===== src/verilog/isa_pkg.sv =====
// ISA level types for the out-of-order integer core
// data words, register numbers, ALU opcodes and the two outside port packets
// imported by the pipeline package and by every module that sees a port
package isa_pkg;

    typedef logic [31:0] data_t;      // one data word
    typedef logic [4:0]  arch_reg_t;  // r0..r31, no hardwired zero

    typedef enum logic [2:0] {
        op_add,
        op_sub,
        op_and,
        op_or,
        op_xor,
        op_addi                       // b comes from imm
    } alu_op_e;

    // dispatch port, held by the driver while stalled
    typedef struct packed {
        logic      valid;
        alu_op_e   op;
        arch_reg_t dest;
        arch_reg_t src1;
        arch_reg_t src2;              // ignored for addi
        data_t     imm;
    } inst_t;

    // retire port, one pulse per instruction in program order
    typedef struct packed {
        logic      valid;
        arch_reg_t dest;
        data_t     value;
    } retire_t;

endpackage


===== src/verilog/ooo_pkg.sv =====
// out-of-order pipeline types
// physical tags, the common data bus and the packets that flow between
// dispatch, the reservation station, the ALU and the reorder buffer
package ooo_pkg;

    parameter int num_phys_regs = 64;

    typedef logic [$clog2(num_phys_regs)-1:0] phys_tag_t;

    // result broadcast, one per cycle from the single ALU
    typedef struct packed {
        logic          valid;
        phys_tag_t     tag;
        isa_pkg::data_t value;
    } cdb_t;

    // waiting instruction in the RS
    typedef struct packed {
        isa_pkg::alu_op_e op;
        phys_tag_t        dest_tag;
        phys_tag_t        src1_tag;
        logic             src1_ready;
        phys_tag_t        src2_tag;
        logic             src2_ready;  // forced high for addi
        isa_pkg::data_t   imm;
    } rs_entry_t;

    // RS to ALU, operands already read
    typedef struct packed {
        logic             valid;
        isa_pkg::alu_op_e op;
        phys_tag_t        dest_tag;
        isa_pkg::data_t   a;
        isa_pkg::data_t   b;
    } issue_t;

    typedef struct packed {
        isa_pkg::arch_reg_t dest;
        phys_tag_t          new_tag;   // matched against the CDB
        phys_tag_t          old_tag;   // freed at retire
        logic               done;
        isa_pkg::data_t     value;
    } rob_entry_t;

endpackage


===== src/verilog/dispatch_stage.sv =====
// rename and dispatch, purely combinational
// forms the stall and the alloc strobe shared by map table, free list,
// RS and ROB, and builds the RS and ROB packets from the rename results
`timescale 1ns/1ps

module dispatch_stage (
    input  isa_pkg::inst_t      inst,
    input  logic                rs_full,
    input  logic                rob_full,
    input  logic                fl_empty,
    input  ooo_pkg::phys_tag_t  free_tag,
    input  ooo_pkg::phys_tag_t  src1_tag,
    input  logic                src1_ready,
    input  ooo_pkg::phys_tag_t  src2_tag,
    input  logic                src2_ready,
    input  ooo_pkg::phys_tag_t  old_tag,
    output logic                alloc,
    output ooo_pkg::rs_entry_t  rs_entry,
    output ooo_pkg::rob_entry_t rob_entry,
    output logic                dispatch_stall
);
    import ooo_pkg::*;
    import isa_pkg::*;

    logic is_addi;

    // stall from unit state only, never from inst
    assign dispatch_stall = rs_full | rob_full | fl_empty;
    assign alloc          = inst.valid & ~dispatch_stall;
    assign is_addi        = (inst.op == op_addi);

    always_comb begin
        rs_entry.op         = inst.op;
        rs_entry.dest_tag   = free_tag;          // new mapping
        rs_entry.src1_tag   = src1_tag;
        rs_entry.src1_ready = src1_ready;
        rs_entry.src2_tag   = is_addi ? '0 : src2_tag;   // unused for addi
        rs_entry.src2_ready = is_addi | src2_ready;
        rs_entry.imm        = inst.imm;

        rob_entry.dest      = inst.dest;
        rob_entry.new_tag   = free_tag;
        rob_entry.old_tag   = old_tag;           // recycled at retire
        rob_entry.done      = 1'b0;
        rob_entry.value     = '0;
    end

endmodule


===== config.mk =====
export PLATFORM = sky130hd
export DESIGN_NAME = dispatch_stage
export DESIGN_NICKNAME = d
export VERILOG_FILES = /design/src/verilog/isa_pkg.sv /design/src/verilog/ooo_pkg.sv /design/src/verilog/dispatch_stage.sv
export SDC_FILE = /design/constraint.sdc
export NUM_CORES = 1
export LEC_CHECK = 0
export ABC_CLOCK_PERIOD_IN_PS = 800
export BUFFER_PORTS_ARGS = -buffer_cell sky130_fd_sc_hd__buf_2
export CORE_AREA = 2 2 73 75
export DETAILED_ROUTE_END_ITERATION = 7
export DIE_AREA = 0 0 75 77
export PLACE_DENSITY_LB_ADDON = 0.3
export SLEW_MARGIN = 20
export SYNTH_ARGS = -nofsm -noshare
export SYNTH_HDL_FRONTEND = slang
export SYNTH_SLANG_ARGS = --single-unit

===== constraint.sdc =====
create_clock -name vclk -period 0.8
set_input_delay 0 -clock vclk [all_inputs]
set_output_delay 0 -clock vclk [all_outputs]
set_load 0.02 [all_outputs]

**Word level (Yosys, flattened, before mapping)**

Index checks and enable logic that the tools add are counted.

- Register bits after elaboration: 0
- Output and inout port bits: 107
- Word-level logic and storage cells: 7
- Input port bits: 80

- Equality and inequality tests: 1
- Bitwise gates (word level): 5
- Multiplexer cells: 1

Operators with widths:

| kind | number |
|---|---|
| $mux W6 | 1 |
| $eq A3 B3 Y1 const B | 1 |
| $or A1 B1 Y1 | 3 |
| $and A1 B1 Y1 | 1 |
| $not A1 Y1 | 1 |

**Logic depth before layout (Yosys ltp)**

Gate-level depths: netlist of run 1.

- Word-level depth: 4
- Mapped depth: 2
- Gate-level depth less buffers: 2

**Least setup slack after synthesis of run 1**

OpenSTA, ideal clock, no wires.

- Path type: input-to-output
- Start: input port rob_full
- End: output port alloc
- Path slack: 0.168 ns
- Stages: 2
- Arrival: 0.632 ns
- Required time: 0.800 ns
- Buffers on the path: 0
- Cells stage by stage: or3_4 -> nor2_2

- Longest elaborated chain between the ends: 4

Ends and longest elaborated chain:

| what | line | source |
|---|---|---|
| from (decl) | dispatch_stage.sv:9 | `input logic rob_full,` |
| $or A1 B1 Y1 (2 in series) | dispatch_stage.sv:28 | `assign dispatch_stall = rs_full \| rob_full \| fl_empty;` |
| $not A1 Y1 | dispatch_stage.sv:29 | `assign alloc = inst.valid & ~dispatch_stall;` |
| $and A1 B1 Y1 | dispatch_stage.sv:29 |  |
| to (decl) | dispatch_stage.sv:17 | `output logic alloc,` |

Every way passes these cells.

**Final worst setup path of run 1**

Ends and elaborated chain as after synthesis.

==> results of run 1 <==
worst max path at each step:
stage             start  slack [ns]      endpoint
5_1_grt        inst[48]       0.003  rs_entry[38]
3_3_place_gp   rob_full        0.06         alloc
2_1_floorplan  rob_full        0.17         alloc
3_5_place_dp   inst[48]        0.06  rs_entry[35]
4_1_cts        inst[48]        0.05  rs_entry[35]
6_report       rob_full        0.08         alloc
layout by cell type, fill, tap and decap left out:
master	Yosys	final
nor2_2	1	1
nand3b_1	1	1
nand2b_1	1	1
and2_1	6	5
and2_4	0	1
inv_1	1	1
buf_2	0	26
or3_4	1	1
conb_1	1	33
cells in the mapped netlist, drive strengths merged:
library cell	n
conb	1
and2	6
buf	98
nor2	1
or3	1
nand2b	1
inv	1
nand3b	1
kinds of logic after synthesis:
kind of cell | Yosys count
buffers and inverters | 99
other | 1
and+or+nand+nor | 10
stage by stage:
| step | util | instance area, sq um |
|---|---|---|
| after global placement | 0.08321 | 414.1 |
| final | 0.08371 | 416.7 |
| after detailed placement | 0.08321 | 414.1 |
| after CTS | 0.08321 | 414.1 |
| after floorplan | - | 932.1 |
| after global routing | 0.08371 | 416.7 |
cell type report:
class	instances	area, sq um
fillers	606	4561
inverters	1	3.754
well taps	70	87.58
multi-input cells	43	195.2
repair buffers	26	130.1
routing by layer:
layer	part of all wire	track usage
met4	0.15	0.06250
met3	0.26	0.02628
met5	0	0
met2	0.42	0.05439
met1	0.17	0.009390
timing repair:
action | 4_1_cts | 5_1_grt
gates resized for setup | 0 | 1
endpoints found under the setup margin | 0 | 2
hold buffers | 0 | 0
setup buffers | 0 | 0
endpoints found under the hold margin | 0 | 0
power by group:
group,total (mW),internal (mW),switching (mW)
clock,0,0,0
sequential,0,0,0
combinational,0.281,0.0642,0.217
critical path, delay by kind of cell:
kind | cells | cell delay [ns]
and+or+nand+nor | 2 | 0.46
buffers and inverters | 2 | 0.25
==> impl_metrics.yaml, run 1 <==
route:
  routed_wl_mm: 1.276
  drt_iter0_drc: 4
  wl_per_cell_um: 9.114
  vias: 335
  via_per_inst: 2.393
  drc: 0
  firstDrtPassIters: 2
  antenna_left: 0
critical_path:
  cp.required_ns: 0.80
  cp-start-kind: "primary input"
  slowest_stage: "or3_4"
  crit_type: "in2out"
  cp_common_cell: "buf_2"
  cp.arrival_ns: 0.72
  worstPathCellList: "buf_2 > or3_4 > nor2_2 > buf_2"
  cpPeakStageDelay_ns: 0.39
  path_max_fanout: 2
  endpoint_kind: "primary output"
synthesis:
  synth.distinct_cells: 8
  synth-xor-area-share: 0
  synthMuxAreaShare: 0
  yosysTopAreaCellShare: 0.9060
  synth_compound_area_frac: 0
  synthSimpleGateAreaFrac: 0.08475
  synth_warnings: 0
  post_synth.cell_area_avg_sq_um: 7.382
  yosys.area_share.adder: 0
  synth_seq_area_share: 0
  synth_area_leaders: "buf_4 91%, and2_1 4.6%, or3_4 1.4%"
  netlist_instances: 110
  synth_top_cell_by_area: "buf_4"
  synth_top_family_by_area: "buffers and inverters"
  syn_area_sq_um: 812.0
sta:
  finalSetupTns_ns: 0
  timing_hold_violations_final: 0
  slew_viol_final: 0
  fmax_ghz: 1.387
  fin_hold_ws_ns: 0.000007055
  period_needed_ns: 0.7209
  fin_crit_sh: 0.9012
  setup_ws_ns: 0.07907
  rsz0062_at_grt: "no"
  setup_viol: 0
worst_hold_path:
  hp-class: "in2out"
  min_from: "old_tag[0]"
  min_to: "rob_entry[33]"
  worstHoldPathCells: 0
global_routing:
  grt_pass1_wl_mm: 1.442
  grt_start_max_net_pins: 8
  antenna_found_initial: 0
  gr-total-overflow: 0
  grtUsageTotal: 0.03361
  grt_pass1_vias: 263
floorplan:
  die_w_um: 75
  dieArea_sq_mm: 0.005775
  initial_utilization: 0.1631
  pin_count: 187
  num_rows: 26
  core_sq_mm: 0.004977
  die_h_um: 77
power:
  power.total_mw: 0.2813
  vdd_ir_drop_max_mv: 0.06618
  p_per_area_mw_per_mm2: 675.1
  p_leak_nw: 0.2419
layout:
  instances_no_fill: 140
  clock_buffers: 0
  final-seq-area_sq_um: 0
  seq_cells: 0
  drive_above_1_share: 0.4143
  diodes: 0
  syn_to_final_growth_pct: -48.69
  nNetsFinal: 152
place:
  dp_slack_ns: 0.05589
  dpl.cell_count: 140
  gp_congestion: 0.5090
  port_buffers: 26
run:
  cap_violations: 0
run_status:
  status: "finished, final reports clean"
Power figures use the tool's default switching activity.
==> run 2: changes to the inputs <==
- CAP_MARGIN: default -> 5
- CORE_AREA: 2 2 73 75 -> 5 5 70 72
==> run 2 against run 1 <==
Compared with the run above:
- non-clock buffer count unchanged
- maximum frequency increased by 0.85%
- core utilization is 0.88 points higher
- largest power group unchanged
- highest routed layer unchanged
==> impl_metrics.yaml, run 2 (synthesis results as in run 1) <==
floorplan:
  die_h_um: 77
  dieArea_sq_mm: 0.005775
  die_w_um: 75
  initial_utilization: 0.1918
  num_rows: 24
  pin_count: 187
  core_sq_mm: 0.004234
critical_path:
  cp_common_cell: "buf_2"
  path_max_fanout: 2
  cp_num_buf_inv: 2
  endpoint_kind: "primary output"
  critPathTopFamily: "simple AND/OR/NAND/NOR gates"
  path_depth: 4
  cp-start-kind: "primary input"
  cp.required_ns: 0.80
  slowest_stage: "or3_4"
  worstPathCellList: "buf_2 > or3_4 > nor2_2 > buf_2"
  crit_type: "in2out"
  cpPeakStageDelay_ns: 0.38
  crit_start: "rob_full"
  cp.arrival_ns: 0.71
power:
  p_comb_frac: 1.000
  p_per_area_mw_per_mm2: 709.6
  p_sw_mw: 0.2164
  intPower_mw: 0.06149
  p_sw_frac: 0.7787
  p_leak_nw: 0.2397
  vdd_ir_drop_max_mv: 0.05726
  power.total_mw: 0.2779
  p_seq_frac: 0
  p_clk_frac: 0
place:
  dp_slack_ns: 0.07210
  dpl.hpwl_mm: 1.276
  port_buffers: 26
  dpl.cell_count: 122
  gp_congestion: 0.4778
  placed_area_sq_um: 391.6
global_routing:
  grt_start_max_net_pins: 8
  grtUsageTotal: 0.03445
  antenna_found_initial: 0
  grt_pass1_vias: 257
  gr-total-overflow: 0
  grt_pass1_wl_mm: 1.449
layout:
  final_common_cell: "conb_1"
  postLayoutCoreUtil: 0.09249
  syn_to_final_growth_pct: -51.77
  nNetsFinal: 152
  final_cell_mix: "33 x conb_1, 26 x buf_2, 6 x and2_1"
  final-seq-area_sq_um: 0
  clock_buffers: 0
  diodes: 0
  drive_above_1_share: 0.4000
  seq_cells: 0
  finalInstanceArea_sq_um: 391.6
  instances_no_fill: 122
  fillerInstances: 501
run_status:
  status: "finished, final reports clean"
clock_network:
  cts_resized: 0
  cts_hold_buf: 0
  post_cts_buffers: 0
route:
  firstDrtPassIters: 2
  wl_per_cell_um: 11.40
  antenna_left: 0
  routed_wl_mm: 1.391
  drt_iter0_drc: 1
  via_per_inst: 2.705
  vias: 330
  drc: 0
sta:
  setup_viol: 0
  setup_ws_ns: 0.08512
  slew_viol_final: 0
  rsz0062_at_grt: "no"
  fmax_ghz: 1.399
  period_needed_ns: 0.7149
  finalSetupTns_ns: 0
  fin_crit_sh: 0.8936
  timing_hold_violations_final: 0
  fin_hold_ws_ns: 0.000007064
worst_hold_path:
  hp-class: "in2out"
  worstHoldPathCells: 0
  min_from: "inst[29]"
run:
  cap_violations: 0
run 2: cell types whose count changed in the layout (fill, tap and decap cells not counted):
| cell | delta |
|---|---|
| and2_1 | +1 |
| and2_4 | -1 |
run 2: final cells by class:
| class | count | area (sq um) | area share |
|---|---|---|---|
| Inverter | 1 | 3.754 | 0.009585 |
| Multi-Input combinational cell | 43 | 192.7 | 0.4920 |
| Tap cell | 52 | 65.06 | 0.1661 |
| Timing Repair Buffer | 26 | 130.1 | 0.3323 |
run 2: path summary, 6_finish.rpt:
kind	end
hold / removal	rs_entry[29]
setup / recovery	alloc
run 2: routing by layer:
| metal | global-route usage | routed length, um | share of wire | up-vias |
|---|---|---|---|---|
| met3 | 0.02353 | 405 | 0.29 | 30 |
| met4 | 0.06940 | 235 | 0.17 | 0 |
| met5 | 0 | 0 | 0 | - |
| met1 | 0.005439 | 155 | 0.11 | 118 |
| met2 | 0.06010 | 594 | 0.43 | 63 |
| li1 | - | - | - | 119 |
run 2: power groups by stage:
| stage | logic, mW | clock network (mW) | registers (mW) |
|---|---|---|---|
| after CTS | 0.276 | 0 | 0 |
| after global placement | 0.276 | 0 | 0 |
| after global routing | 0.299 | 0 | 0 |
| final | 0.278 | 0 | 0 |
| after detailed placement | 0.276 | 0 | 0 |
| after floorplan | 0.793 | 0 | 0 |
==> run 3: changes to the inputs <==
==> constraint.sdc (replaced) <==
create_clock -name vclk -period 0.8
set_input_delay 0.12 -clock vclk [all_inputs]
set_output_delay 0.12 -clock vclk [all_outputs]
set_load 0.02 [all_outputs]
==> run 3 against run 2 <==
Compared with the run above:
- the run now ends with setup timing left
- global-route usage rose by 0.13 points
- final cell count grew 2.5%
- power grew 24%
- via count grew 8.5%
- hold slack improved by 0.24 ns
- combinational power is 24% higher
- critical path depth stayed put
- die area stayed put
- cell area rose by 27%
- worst setup slack lost 0.22 ns
==> impl_metrics.yaml, run 3 (synthesis results as in run 1) <==
power:
  vdd_ir_drop_max_mv: 0.08161
  power.total_mw: 0.3442
  p_per_area_mw_per_mm2: 694.7
  p_leak_nw: 0.2834
critical_path:
  cp.required_ns: 0.68
  cp.arrival_ns: 0.81
  cp-start-kind: "primary input"
  crit_type: "in2out"
  endpoint_kind: "primary output"
  path_max_fanout: 2
layout:
  fillerInstances: 483
  final-seq-area_sq_um: 0
  seq_cells: 0
  final_cell_mix: "33 x conb_1, 15 x buf_2, 11 x buf_6"
  final_common_cell: "conb_1"
  postLayoutCoreUtil: 0.1170
  diodes: 0
  nNetsFinal: 155
  instances_no_fill: 125
  drive_above_1_share: 0.4658
  syn_to_final_growth_pct: -38.98
  clock_buffers: 0
route:
  met3_length_um: 405
  routed_wl_mm: 1.466
  via_per_inst: 2.864
  antenna_left: 0
  wl_met2_um: 667
  routed.top_layer: "met4"
  drc: 0
  firstDrtPassIters: 2
  wl_per_cell_um: 11.73
  vias: 358
  drt_iter0_drc: 1
  drt-met1-wl_um: 140
sta:
  fmax_ghz: 1.075
  period_needed_ns: 0.9302
  fin_crit_sh: 1.163
  setup_viol: 9
  setup_ws_ns: -0.1302
  timing_hold_violations_final: 0
  rsz0062_at_grt: "yes"
  slew_viol_final: 0
place:
  dpl.hpwl_mm: 1.290
  port_buffers: 26
  gp_congestion: 0.4789
  dp_slack_ns: -0.1604
  dpl.cell_count: 124
run_status:
  status: "complete, but fails checks"
  violations: "setup timing"
floorplan:
  num_rows: 24
  die_h_um: 77
  core_sq_mm: 0.004234
  pin_count: 187
  dieArea_sq_mm: 0.005775
  die_w_um: 75
  initial_utilization: 0.1918
global_routing:
  grt_pass1_vias: 331
  grt_pass1_wl_mm: 1.593
  grt_start_max_net_pins: 8
  grtUsageTotal: 0.03574
  antenna_found_initial: 0
  gr-total-overflow: 0
worst_hold_path:
  hp-class: "in2out"
run:
  cap_violations: 0
-- run 3: changes by cell type in the layout (fill, tap and decap cells not counted) --
cell,change
nor2_4,+1
and2_4,+3
and2_1,-3
buf_4,+3
buf_6,+11
buf_2,-11
nor2_2,-1
-- run 3: per-layer routing --
| layer | up-vias | track usage |
|---|---|---|
| met5 | - | 0 |
| li1 | 126 | - |
| met3 | 40 | 0.02222 |
| met4 | 0 | 0.07117 |
| met1 | 126 | 0.002331 |
| met2 | 66 | 0.06794 |
-- run 3: layout make-up --
class	instances	area, sq um	area share
inverters	1	3.754	0.007576
well taps	52	65.06	0.1313
multi-input cells	43	205.2	0.4141
repair buffers	29	221.5	0.4470
-- run 3: what timing repair did --
action,CTS,global route
buffers inserted,0,1
resized for setup,21,3
pin swaps,6,0
endpoints found under the setup margin,9,9
hold buffers,0,0
-- run 3: path summary, 6_finish.rpt --
path,startpoint,to,slack [ns],cells after the start
min,old_tag[0],rob_entry[33],0.24,0
max,rob_full,alloc,-0.13,4
-- run 3: metrics by stage --
step | TNS (ns) | area (sq um) | hold slack [ns]
floorplan | -0.02046 | 937.1 | 0.3526
global placement | -1.139 | 411.6 | 0.2401
detailed placement | -1.136 | 411.6 | 0.2401
CTS | -0.9217 | 481.7 | 0.2401
global route | -1.204 | 495.5 | 0.2400
finish | -0.9126 | 495.5 | 0.2400
-- run 3: critical path: stages --
cell    delay, ns
buf_6        0.09
or3_4        0.40
nor2_4       0.09
buf_6        0.12
-- run 3: power by group --
part	switching (mW)	internal, mW	total (mW)
logic	0.229	0.115	0.344
registers	0	0	0
clock network	0	0	0
