<file path="src/verilog/isa_pkg.sv">
// ISA level types for the out-of-order integer core
// data words, register numbers, ALU opcodes and the two outside port packets
// imported by the pipeline package and by every module that sees a port
package isa_pkg;

    typedef logic [31:0] data_t;      // one data word
    typedef logic [4:0]  arch_reg_t;  // r0..r31, no hardwired zero

    typedef enum logic [2:0] {
        op_add,
        op_sub,
        op_and,
        op_or,
        op_xor,
        op_addi                       // b comes from imm
    } alu_op_e;

    // dispatch port, held by the driver while stalled
    typedef struct packed {
        logic      valid;
        alu_op_e   op;
        arch_reg_t dest;
        arch_reg_t src1;
        arch_reg_t src2;              // ignored for addi
        data_t     imm;
    } inst_t;

    // retire port, one pulse per instruction in program order
    typedef struct packed {
        logic      valid;
        arch_reg_t dest;
        data_t     value;
    } retire_t;

endpackage

</file>
<file path="src/verilog/ooo_pkg.sv">
// out-of-order pipeline types
// physical tags, the common data bus and the packets that flow between
// dispatch, the reservation station, the ALU and the reorder buffer
package ooo_pkg;

    parameter int num_phys_regs = 64;

    typedef logic [$clog2(num_phys_regs)-1:0] phys_tag_t;

    // result broadcast, one per cycle from the single ALU
    typedef struct packed {
        logic          valid;
        phys_tag_t     tag;
        isa_pkg::data_t value;
    } cdb_t;

    // waiting instruction in the RS
    typedef struct packed {
        isa_pkg::alu_op_e op;
        phys_tag_t        dest_tag;
        phys_tag_t        src1_tag;
        logic             src1_ready;
        phys_tag_t        src2_tag;
        logic             src2_ready;  // forced high for addi
        isa_pkg::data_t   imm;
    } rs_entry_t;

    // RS to ALU, operands already read
    typedef struct packed {
        logic             valid;
        isa_pkg::alu_op_e op;
        phys_tag_t        dest_tag;
        isa_pkg::data_t   a;
        isa_pkg::data_t   b;
    } issue_t;

    typedef struct packed {
        isa_pkg::arch_reg_t dest;
        phys_tag_t          new_tag;   // matched against the CDB
        phys_tag_t          old_tag;   // freed at retire
        logic               done;
        isa_pkg::data_t     value;
    } rob_entry_t;

endpackage

</file>
<file path="src/verilog/free_list.sv">
// free physical tag queue
// circular buffer with a count, popped on dispatch and pushed with the
// old tag of each retiring instruction; starts with the upper half of tags
`timescale 1ns/1ps

module free_list (
    input  logic               clock,
    input  logic               reset,
    input  logic               pop,
    input  logic               push,
    input  ooo_pkg::phys_tag_t push_tag,
    output ooo_pkg::phys_tag_t head_tag,
    output logic               empty
);
    import ooo_pkg::*;

    localparam int fl_depth = num_phys_regs / 2;   // 32 tags never mapped at once
    localparam int ptr_w    = $clog2(fl_depth);

    phys_tag_t        queue [fl_depth];
    logic [ptr_w-1:0] head;
    logic [ptr_w-1:0] tail;
    logic [ptr_w:0]   count;

    assign head_tag = queue[head];
    assign empty    = (count == '0);

    always_ff @(posedge clock) begin
        if (reset) begin
            for (int i = 0; i < fl_depth; i++) begin
                queue[i] <= phys_tag_t'(fl_depth + i);   // tags 32..63
            end
            head  <= '0;
            tail  <= '0;   // full queue, tail wraps onto head
            count <= (ptr_w + 1)'(fl_depth);
        end else begin
            if (pop) head <= head + 1'b1;   // wraps at 32
            if (push) begin
                queue[tail] <= push_tag;
                tail        <= tail + 1'b1;
            end
            count <= count + (ptr_w + 1)'(push) - (ptr_w + 1)'(pop);
        end
    end

endmodule

</file>
<file path="config.mk">
export PLATFORM = sky130hd
export DESIGN_NAME = free_list
export DESIGN_NICKNAME = d
export VERILOG_FILES = /design/src/verilog/isa_pkg.sv /design/src/verilog/ooo_pkg.sv /design/src/verilog/free_list.sv
export SDC_FILE = /design/constraint.sdc
export NUM_CORES = 1
export LEC_CHECK = 0
export ABC_CLOCK_PERIOD_IN_PS = 1980
export BUFFER_PORTS_ARGS = -buffer_cell sky130_fd_sc_hd__buf_2
export CELL_PAD_IN_SITES_DETAIL_PLACEMENT = 1
export CELL_PAD_IN_SITES_GLOBAL_PLACEMENT = 2
export CORE_MARGIN = 3
export CORE_UTILIZATION = 42
export CTS_BUF_LIST = sky130_fd_sc_hd__clkbuf_8
export DETAILED_ROUTE_END_ITERATION = 16
export PLACE_DENSITY_LB_ADDON = 0.25
export SYNTH_ARGS = -nofsm -noshare
export SYNTH_HDL_FRONTEND = slang
export SYNTH_SLANG_ARGS = --single-unit
</file>
<file path="constraint.sdc">
create_clock -name clock -period 1.98 [get_ports clock]
set_clock_uncertainty 0.1 [all_clocks]
set_input_delay 0.099 -clock clock [delete_from_list [all_inputs] [get_ports clock]]
set_output_delay 0.099 -clock clock [all_outputs]
set_load 0.1 [all_outputs]
</file>
# [Yosys cells after proc, flatten, opt, wreduce, memory -nomap -nowiden]
# Memory sizes are Yosys's and may differ from the RTL's. A register that Yosys moved wholly into a read port is not among the register bits.
# Index checks and enable logic that the tools add are counted.
# Widths: inputs -> output; s select.
[op_classes] addsub=4 muxes=10 n_reduce_logical=2
[op_table] op="$mux 5" count=3
[op_table] op="$add 5x1->5 const B" count=2
[op_table] op="$add 6x1->6" count=1
[op_table] op="$logic_not 6->1" count=1
[op_table] op="$mux 1" count=6
[op_table] op="$mux 6" count=1
[op_table] op="$reduce_or 6->1" count=1
[op_table] op="$sub 6x1->6" count=1
[word_totals] mem_bits_rw=192 elab_cells=20 memories=1 regBits=16 inputBits=10
[mem_list] memory="queue" depth=32 width=6 rd=1 rd_ports_with_merged_regs=1 wr=32 line_no="free_list.sv:20" source="phys_tag_t queue [fl_depth];"

# [Logic depth before layout (Yosys ltp)]
# Gate-level depths: netlist of run 1.
[depth] depth_word=5 ltp_mapped=9 ltp_nobuf=9

# [Least setup slack after synthesis of run 1]
# Ideal clock, no wire load.
[synth_timing] path_kind="flip-flop to output port" start="reg count[2]" end="out empty" path_buffers=0 path_stages_with_launch=5 path_slack_ns=-0.777 arrival_ns=2.558 path_cell_list="dfxtp_1 -> inv_1 -> ha_1 -> nand2_1 -> nor3_1"
[synth_via] elab_chain_len=1
[synth_rtl] item="start, declared" line_no="free_list.sv:23" source="logic [ptr_w:0] count;"
[synth_rtl] item="start signal, assigned" line_no="free_list.sv:35" source="count <= (ptr_w + 1)'(fl_depth);"
[synth_rtl] item="start signal, assigned" line_no="free_list.sv:42" source="count <= count + (ptr_w + 1)'(push) - (ptr_w + 1)'(pop);"
[synth_rtl] item="$logic_not 6->1" line_no="free_list.sv:26" source="assign empty = (count == '0);"
[synth_rtl] item="end, declared" line_no="free_list.sv:13" source="output logic empty"
# No other way between the ends.

==> results of run 1 <==
[final timing paths]
kind               start           end  slack (ns)
max                 flop   head_tag[5]       -0.68
min          push_tag[2]  queue[13][2]        0.07
max reg2reg      tail[3]   queue[6][3]        0.09
min reg2reg      tail[2]       tail[2]        0.46
[cell usage in the layout, fill, tap and decap left out, types with 27 or more instances in the layout]
cell        n
edfxtp_1  192
nand2_1    64
or3_1      60
buf_4      57
mux2i_1    50
nor2_1     49
nor3_1     43
clkbuf_8   40
and2_1     33
inv_1      27
[what timing repair did]
item,in CTS,in global routing
hold endpoints to repair,7,0
hold buffers,5,0
setup buffers,0,0
pin swaps,5,2
gates resized for setup,39,11
endpoints found under the setup margin,19,50
[power breakdown]
part           leakage, nW  internal, W  switching [W]
sequential            1.76      0.00501      0.0000639
clock                0.426      0.00226        0.00180
combinational         1.58     0.000594       0.000885
total                 3.77      0.00787        0.00275
[state kept, by name (all words and copies together), names as in the netlist, named ones only]
name and cells:
count 6, tail 5, queue 192, head 5
[layer usage]
layer | vias up | GRT usage (%) | wire (um)
met5 | - | 0 | 0
met2 | 177 | 34.7 | 12900
met1 | 3276 | 27.7 | 11600
li1 | 2983 | - | -
met4 | 0 | 5.29 | 503
met3 | 36 | 3.71 | 1270
[stage by stage]
step | util, % | hold slack [ns] | setup slack [ns] | instance area, um^2
2_1_floorplan | - | 0.147 | -0.141 | 10100
3_3_place_gp | 47.9 | 0.281 | -0.348 | 11100
3_5_place_dp | 47.9 | 0.289 | -0.366 | 11100
4_1_cts | 51.8 | 0.0514 | -0.705 | 11900
5_1_grt | 52.0 | 0.0812 | -0.769 | 12000
6_report | 52.0 | 0.0682 | -0.683 | 12000
[layout make-up]
type | count | area [um^2]
Fill cell | 2306 | 11100
Sequential cell | 213 | 6190
Clock inverter | 28 | 195
Multi-Input combinational cell | 482 | 3610
Clock buffer | 40 | 551
Inverter | 13 | 48.8
Tap cell | 313 | 392
Timing Repair Buffer | 97 | 997
[kinds of logic (layout without fill, tap and decap cells)]
kind of cell             Yosys count  after routing
multiplexers                      74             74
AO/OA/AOI/OAI                     43             43
AND/OR/NAND/NOR                  340            340
adder cells (fa/ha/maj)           14             14
buffers and inverters             80            178
flip-flops                       213            213
XOR/XNOR                          11             11
[worst reg2reg max path, cell delays in order (launching register included)]
cell and delay [ns]:
dfxtp_1 0.41, or3b_1 0.45, buf_4 0.23, nor2_1 0.18, or2_2 0.23
==> qor.csv, run 1 <==
stage;metric;value;unit
worst_setup_path;worstSetupStartpointType;flop;
yosys;synth_area_per_cell;12.9;um^2
yosys;yosys-top-cells-count;edfxtp_1 (192), nand2_1 (64), or3_1 (60);
yosys;syn_inst;775;
yosys;synth_area_leaders;edfxtp_1 (58%), mux2i_1 (5.0%), dfxtp_1 (4.2%), or3_1 (3.8%), mux4_1 (3.2%);
yosys;yosys.area.top_type;edfxtp_1;
place;portBuffers;16;
floorplan;num_rows;55;
worst_setup_path;crit_arrival;2.46;ns
yosys;synth-seq-cells;213;
sta;worst_pin_slew;0.740;ns
worst_setup_path;critical_path_class;reg2out;
sta;min_period_over_period;135;%
yosys;synth_nets;799;
clock_tree;cts_max_level;2;
yosys;ys_seq_area_share;61.8;%
yosys;synth.area.mux_share;10.9;%
sta;finalSetupViolCount;6;
yosys;synth-xor-area-share;0.963;%
yosys;synth_edf_count;192;
worst_setup_path;path_cells;mux4_1 -> a22o_1 -> a221oi_2 -> buf_4 -> nand3_4 -> buf_12;
routing;dr.pass1.iters;5;
sta;period_needed;2.66;ns
outcome;status;finished, violations left;
worst_setup_path;endpoint_kind;output port;
sta;setup_tns;-3.89;ns
worst_setup_path;path_depth;6;
power_and_ir_drop;p_total;0.0106;W
place;place_hpwl;17.8;mm
clock_tree;clkSlewWorstSetupHoldPaths;0.06;ns
worst_setup_path;max_stage_delay;0.61;ns
yosys;synth_compound_area_share;3.06;%
worst_setup_path;crit_family;multiplexers;
clock_tree;cts_tree;yes;
global_routing;grt_pass1_vias;6965;
routing;vias;6472;
finish;diodes;0;
routing;routed_via_density;5.46;
clock_tree;cts_buffers;38;
global_routing;grtUsageTotal;20.6;%
place;dp.cells;1113;
worst_setup_path;r2r_cells;4;
sta;max_slew_margin;50.7;%
yosys;ys.flop_type;edfxtp_1;
floorplan;io_pins;17;
power_and_ir_drop;vdd_drop_max;0.000821;V
floorplan;die_area;25700;um^2
finish;drive_above_1_share;24.9;%
yosys;yosys.cell_types.count;46;
clock_tree;cts_max_path_buffers;3;
floorplan;start_util;43.4;%
outcome;violations;negative setup slack;
worst_setup_path;cp.buffers_inverters;2;
clock_tree;clock-sinks;213;
finish;syn2layout_area_growth;19.8;%
sta;setup_slack;-0.683;ns
floorplan;die_w;160;um
yosys;yosysMostFrequentCell;edfxtp_1;
global_routing;antenna_found_initial;0;
yosys;syn_area;10000;um^2
worst_setup_path;crit_fanout;8;
global_routing;grt_max_degree;37;
sta;slew_viol_final;0;
floorplan;design.core.area;23100;um^2
place;gp_congestion;0.841;
sta;hold_viol_final;0;
worst_hold_path;holdPathStages;4;
clock_tree;clock_latency;0.52;ns
yosys;yosysTopAreaCellShare;57.6;%
yosys;synth_top_family_by_area;simple AND/OR/NAND/NOR gates;
sta;fmaxAchievable;375;MHz
finish;layout.nets;869;
power_and_ir_drop;power_density;886;nW/um^2
yosys;ys_async_sr_fraction;0;%
global_routing;grt_overflow_total;0;
routing;drt_iter0_drc;436;
finish;final_cells;1186;
worst_setup_path;crit_required;1.78;ns
yosys;synthSimpleGateAreaFrac;17.9;%
power_and_ir_drop;leakage;3.77;nW
global_routing;grt_pass1_wl;40.7;mm
floorplan;die_y;160;um
flow_run;drv_cap;0;
yosys;synthAdderAreaFrac;1.83;%
clock_tree;root_buffer;clkbuf_8;
sta;rsz0062_at_grt;yes;
worst_hold_path;hp-class;in2reg;
routing;routedWlPerCell;22.1;um
worst_setup_path;critPathSlowestCell;mux4_1;
routing;antenna_left;0;
routing;wl;26.2;mm
yosys;synth_warnings;0;
routing;drc;0;
Power figures use the tool's default switching activity.
==> run 2: changes to the inputs <==
- ABC_CLOCK_PERIOD_IN_PS: 1980 -> 2900
- CORE_MARGIN: 3 -> 2
- CORE_UTILIZATION: 42 -> 47
- clock period: 1.98 -> 2.9 ns (I/O delays scaled with it)
==> run 2 against run 1 <==
The flow now finishes without violations. Utilization rose by 0.80 points. Sequential cell count is the same. Setup slack better by 0.74 ns. Non-clock buffer count decreased by 56. Routed wire length is 0.47% higher. Critical path depth is the same. Final cell count decreased by 8.8%. Worst hold slack better by 0.077 ns. Via count decreased by 2.4%. Combinational power fell by 41%. Sequential power shrank 32%. Die area down 13%. Highest routed layer unchanged.
==> qor.csv, run 2 (synthesized netlist as in run 1, its figures left out) <==
stage;metric;value;unit
outcome;status;complete, no violations;
routing;wl_met1;10.3;mm
place;dp_slack;0.421;ns
sta;min_period_over_period;98.1;%
routing;wl;26.3;mm
routing;dr_wl_met2;13.1;mm
worst_setup_path;endpoint_kind;output port;
global_routing;grt_pass1_vias;6806;
floorplan;num_rows;53;
worst_setup_path;worstSetupStartpointType;flop;
finish;reg_top3;queue x192, count x6;
global_routing;grt_overflow_total;0;
finish;multi_input_area;3510;um^2
finish;syn2layout_area_growth;10.5;%
routing;routed-wl-met3;1.60;mm
place;dp.cells;1020;
clock_tree;root_buffer;clkbuf_8;
finish;final_cell_mix;edfxtp_1 (192), nand2_1 (64), or3_1 (60);
routing;drt_iter0_drc;401;
flow_run;drv_cap;0;
global_routing;antenna_found_initial;0;
finish;register_area;6190;um^2
sta;slew_viol_final;0;
sta;period_needed;2.85;ns
routing;top_layer;met4;
power_and_ir_drop;internal_power;0.00496;W
power_and_ir_drop;seqPwrFrac;51.7;%
power_and_ir_drop;power_frac_comb;12.9;%
clock_tree;cts_setup_buffers;0;
power_and_ir_drop;switchingPower;0.00175;W
clock_tree;cts_max_path_buffers;3;
place;portBuffers;16;
finish;final_cells;1082;
sta;max_slew_margin;35.0;%
clock_tree;cts_max_level;2;
worst_hold_path;hp-class;in2reg;
clock_tree;cts_buffers;37;
floorplan;die_area;22500;um^2
finish;fillers;2162;
routing;routedWlPerCell;24.3;um
finish;diodes;0;
finish;regMostFlops;queue;
floorplan;start_util;47.8;%
routing;dr.pass1.iters;5;
routing;drc;0;
routing;routed_via_density;5.84;
power_and_ir_drop;swShare;26.1;%
global_routing;grt_pass1_wl;40.3;mm
floorplan;io_pins;17;
worst_setup_path;crit_required;2.65;ns
sta;setup_slack;0.0547;ns
sta;fin_hold_ws;0.145;ns
finish;layout.nets;812;
finish;mostFrequentLayoutCell;edfxtp_1;
finish;drive_above_1_share;16.9;%
place;place_hpwl;17.5;mm
routing;vias;6318;
clock_tree;clkSlewWorstSetupHoldPaths;0.06;ns
floorplan;die_y;150;um
power_and_ir_drop;leakage;3.30;nW
worst_setup_path;crit_fanout;14;
clock_tree;cts_tree;yes;
floorplan;die_w;150;um
power_and_ir_drop;clockPowerShare;35.4;%
power_and_ir_drop;power_density;607;nW/um^2
global_routing;grt_max_degree;56;
power_and_ir_drop;vdd_drop_max;0.000389;V
worst_setup_path;critical_path_class;reg2out;
global_routing;grtUsageTotal;24.5;%
sta;hold_viol_final;0;
place;gp_congestion;0.865;
floorplan;design.core.area;21000;um^2
clock_tree;clock_latency;0.51;ns
sta;finalSetupViolCount;0;
sta;worst_pin_slew;0.972;ns
worst_setup_path;crit_arrival;2.60;ns
finish;largest_reg_flops;192;
routing;antenna_left;0;
sta;fmaxAchievable;351;MHz
clock_tree;clock-sinks;213;
run 2: changes by cell type in the layout (fill, tap and decap cells not counted), moves of 6 or more:
cell     change
buf_4       -38
nand3_1      +6
mux4_1       +6
mux4_2       -6
nand3_4      -6
buf_12      -19
run 2: final timing paths:
kind,startpoint,end,slack [ns],cells past startpoint
max,flop,head_tag[1],0.05,6
min reg2reg,head[1],flop,0.47,2
max reg2reg,tail[0],queue[11][3],0.44,5
min,push_tag[2],queue[14][2],0.14,4
run 2: stage by stage:
stage	util [%]	cell area (um^2)	TNS, ns	power, W
finish	52.8	11100	0	0.00671
global route	52.8	11100	-0.0614	0.00698
floorplan	-	10000	0	0.00415
global placement	49.2	10300	0	0.00433
CTS	52.5	11000	0	0.00676
detailed placement	49.2	10300	0	0.00437
run 2: critical path: stages (launching register included):
cell and delay, ns:
dfxtp_2 0.40, buf_12 0.18, mux4_1 0.57, a22o_1 0.26, a221oi_2 0.28, nand3_1 0.18, buf_6 0.22
run 2: area by class of cell:
| class | count | share of cell area, % |
|---|---|---|
| Timing Repair Buffer | 41 | 3.21 |
| Multi-Input combinational cell | 482 | 31.7 |
| Clock buffer | 39 | 4.85 |
| Inverter | 13 | 0.441 |
| Sequential cell | 213 | 56.0 |
| Tap cell | 275 | 3.11 |
| Clock inverter | 19 | 0.667 |
run 2: power groups by stage:
stage          registers (W)  logic [W]  clock network, W
2_1_floorplan        0.00351   0.000643                 0
3_3_place_gp         0.00352   0.000807                 0
3_5_place_dp         0.00353   0.000843                 0
4_1_cts              0.00347   0.000860           0.00244
5_1_grt              0.00348   0.000952           0.00255
6_report             0.00347   0.000869           0.00237
run 2: per-layer routing:
metal | global-route usage, % | vias up
li1 | - | 2875
met1 | 29.3 | 3175
met2 | 41.6 | 193
met3 | 5.64 | 75
met4 | 12.5 | 0
met5 | 0 | -
run 2: what timing repair did:
item,CTS,global route
endpoints found under the hold margin,13,0
setup endpoints to repair,6,6
resized for setup,11,12
hold buffers,3,0
cloned,0,1
==> run 3: changes to the inputs <==
- MAX_ROUTING_LAYER: default -> met4
==> run 3 against run 2 <==
Die area stayed put. Routed wire length is 0.51% higher. Clock power hardly changed. Critical path depth stayed put.
==> qor.csv, run 3 (synthesized netlist as in run 1, its figures left out) <==
stage;metric;value;unit
outcome;status;complete, no violations;
worst_setup_path;crit_fanout;14;
clock_tree;root_buffer;clkbuf_8;
sta;fin_hold_ws;0.150;ns
place;place_hpwl;17.5;mm
global_routing;grt_pass1_vias;6785;
worst_setup_path;regToRegEndpoint;queue[11][3];
sta;slew_viol_final;0;
floorplan;num_rows;53;
routing;routed_via_density;5.87;
clock_tree;clock-sinks;213;
finish;syn2layout_area_growth;10.5;%
worst_hold_path;holdPathStages;4;
place;dp_slack;0.421;ns
worst_setup_path;r2r-start;tail[0];
global_routing;grt_max_degree;56;
flow_run;drv_cap;0;
finish;drive_above_1_share;16.9;%
clock_tree;clkSlewWorstSetupHoldPaths;0.06;ns
place;gp_congestion;0.879;
sta;worst_pin_slew;0.983;ns
finish;reg_top3;queue x192, count x6;
routing;vias;6349;
worst_hold_path;hold_start;push_tag[2];
floorplan;design.core.area;21000;um^2
clock_tree;cts_setup_buffers;0;
sta;max_slew_margin;34.3;%
finish;fin_util;52.8;%
sta;hold_viol_final;0;
finish;regMostFlops;queue;
finish;mostFrequentLayoutCell;edfxtp_1;
clock_tree;cts_max_path_buffers;3;
floorplan;die_area;22500;um^2
finish;layout.nets;812;
routing;routedWlPerCell;24.5;um
worst_setup_path;endpoint_kind;output port;
global_routing;grt_pass1_wl;40.3;mm
sta;period_needed;2.84;ns
clock_tree;cts_tree;yes;
power_and_ir_drop;leakage;3.30;nW
sta;fmaxAchievable;352;MHz
sta;setup_slack;0.0590;ns
worst_setup_path;critical_path_class;reg2out;
global_routing;grtUsageTotal;25.3;%
floorplan;die_w;150;um
place;portBuffers;16;
power_and_ir_drop;vdd_drop_max;0.000390;V
finish;register_area;6190;um^2
worst_setup_path;r2r_setup_slack;0.44;ns
clock_tree;clock_latency;0.51;ns
floorplan;die_y;150;um
floorplan;io_pins;17;
power_and_ir_drop;p_total;0.00672;W
finish;fillers;2162;
routing;drc;0;
floorplan;start_util;47.8;%
power_and_ir_drop;power_density;608;nW/um^2
worst_setup_path;crit_arrival;2.60;ns
routing;wl;26.5;mm
worst_hold_path;hp-class;in2reg;
clock_tree;cts_buffers;37;
sta;setup_tns;0;ns
finish;largest_reg_flops;192;
worst_setup_path;worstSetupStartpointType;flop;
worst_setup_path;crit_required;2.65;ns
worst_hold_path;holdPathEnd;queue[14][2];
sta;min_period_over_period;98.0;%
finish;diodes;0;
finish;multi_input_area;3510;um^2
routing;dr.pass1.iters;5;
sta;finalSetupViolCount;0;
finish;final_cell_mix;edfxtp_1 (192), nand2_1 (64), or3_1 (60);
routing;drt_iter0_drc;401;
clock_tree;cts_max_level;2;
global_routing;antenna_found_initial;0;
routing;antenna_left;0;
global_routing;grt_overflow_total;0;
worst_setup_path;r2r_cells;5;
==> run 3: cell counts in the layout (fill, tap and decap cells not counted) <==
Identical to the previous run, type by type.
==> run 3: how the worst max path moves through the flow <==
stage	endpoint	slack [ns]	depth (start not counted)
floorplan	empty	0.1	4
global placement	head_tag[4]	0.45	6
detailed placement	head_tag[4]	0.42	6
CTS	head_tag[0]	0.03	6
global route	head_tag[1]	-0.06	6
finish	head_tag[1]	0.06	6
==> run 3: timing repair <==
item | 4_1_cts | 5_1_grt
endpoints found under the setup margin | 6 | 6
gates cloned | 0 | 1
resized for setup | 11 | 12
hold endpoints to repair | 13 | 0
hold buffers | 3 | 0
==> run 3: power breakdown <==
part	internal, W	switching [W]	total [W]	leakage [nW]
Sequential	0.00342	0.0000455	0.00347	1.76
Clock	0.00122	0.00116	0.00238	0.349
Combinational	0.000311	0.000561	0.000871	1.19
==> run 3: layout make-up <==
cell class                 count  area share, %
timing repair buffer          41           3.21
clock inverter                19          0.667
tap                          275           3.11
sequential                   213           56.0
inverter                      13          0.441
clock buffer                  39           4.85
multi-input combinational    482           31.7
==> run 3: layer usage <==
layer / global-route usage (%) / part of all wire (%)
met4: 12.5 / 4.9
met5: - / 0
met2: 41.5 / 50
met1: 29.4 / 40
met3: 5.61 / 5.9
==> run 3: worst max-delay path, stage by stage (launching register included) <==
cell	delay (ns)
dfxtp_2	0.40
buf_12	0.18
mux4_1	0.57
a22o_1	0.26
a221oi_2	0.28
nand3_1	0.18
buf_6	0.22
==> run 3: stage by stage <==
| step | cell area [um^2] | instances |
|---|---|---|
| global placement | 10300 | 1020 |
| detailed placement | 10300 | 1020 |
| floorplan | 10000 | 775 |
| CTS | 11000 | 1081 |
| finish | 11100 | 1082 |
| global route | 11100 | 1082 |
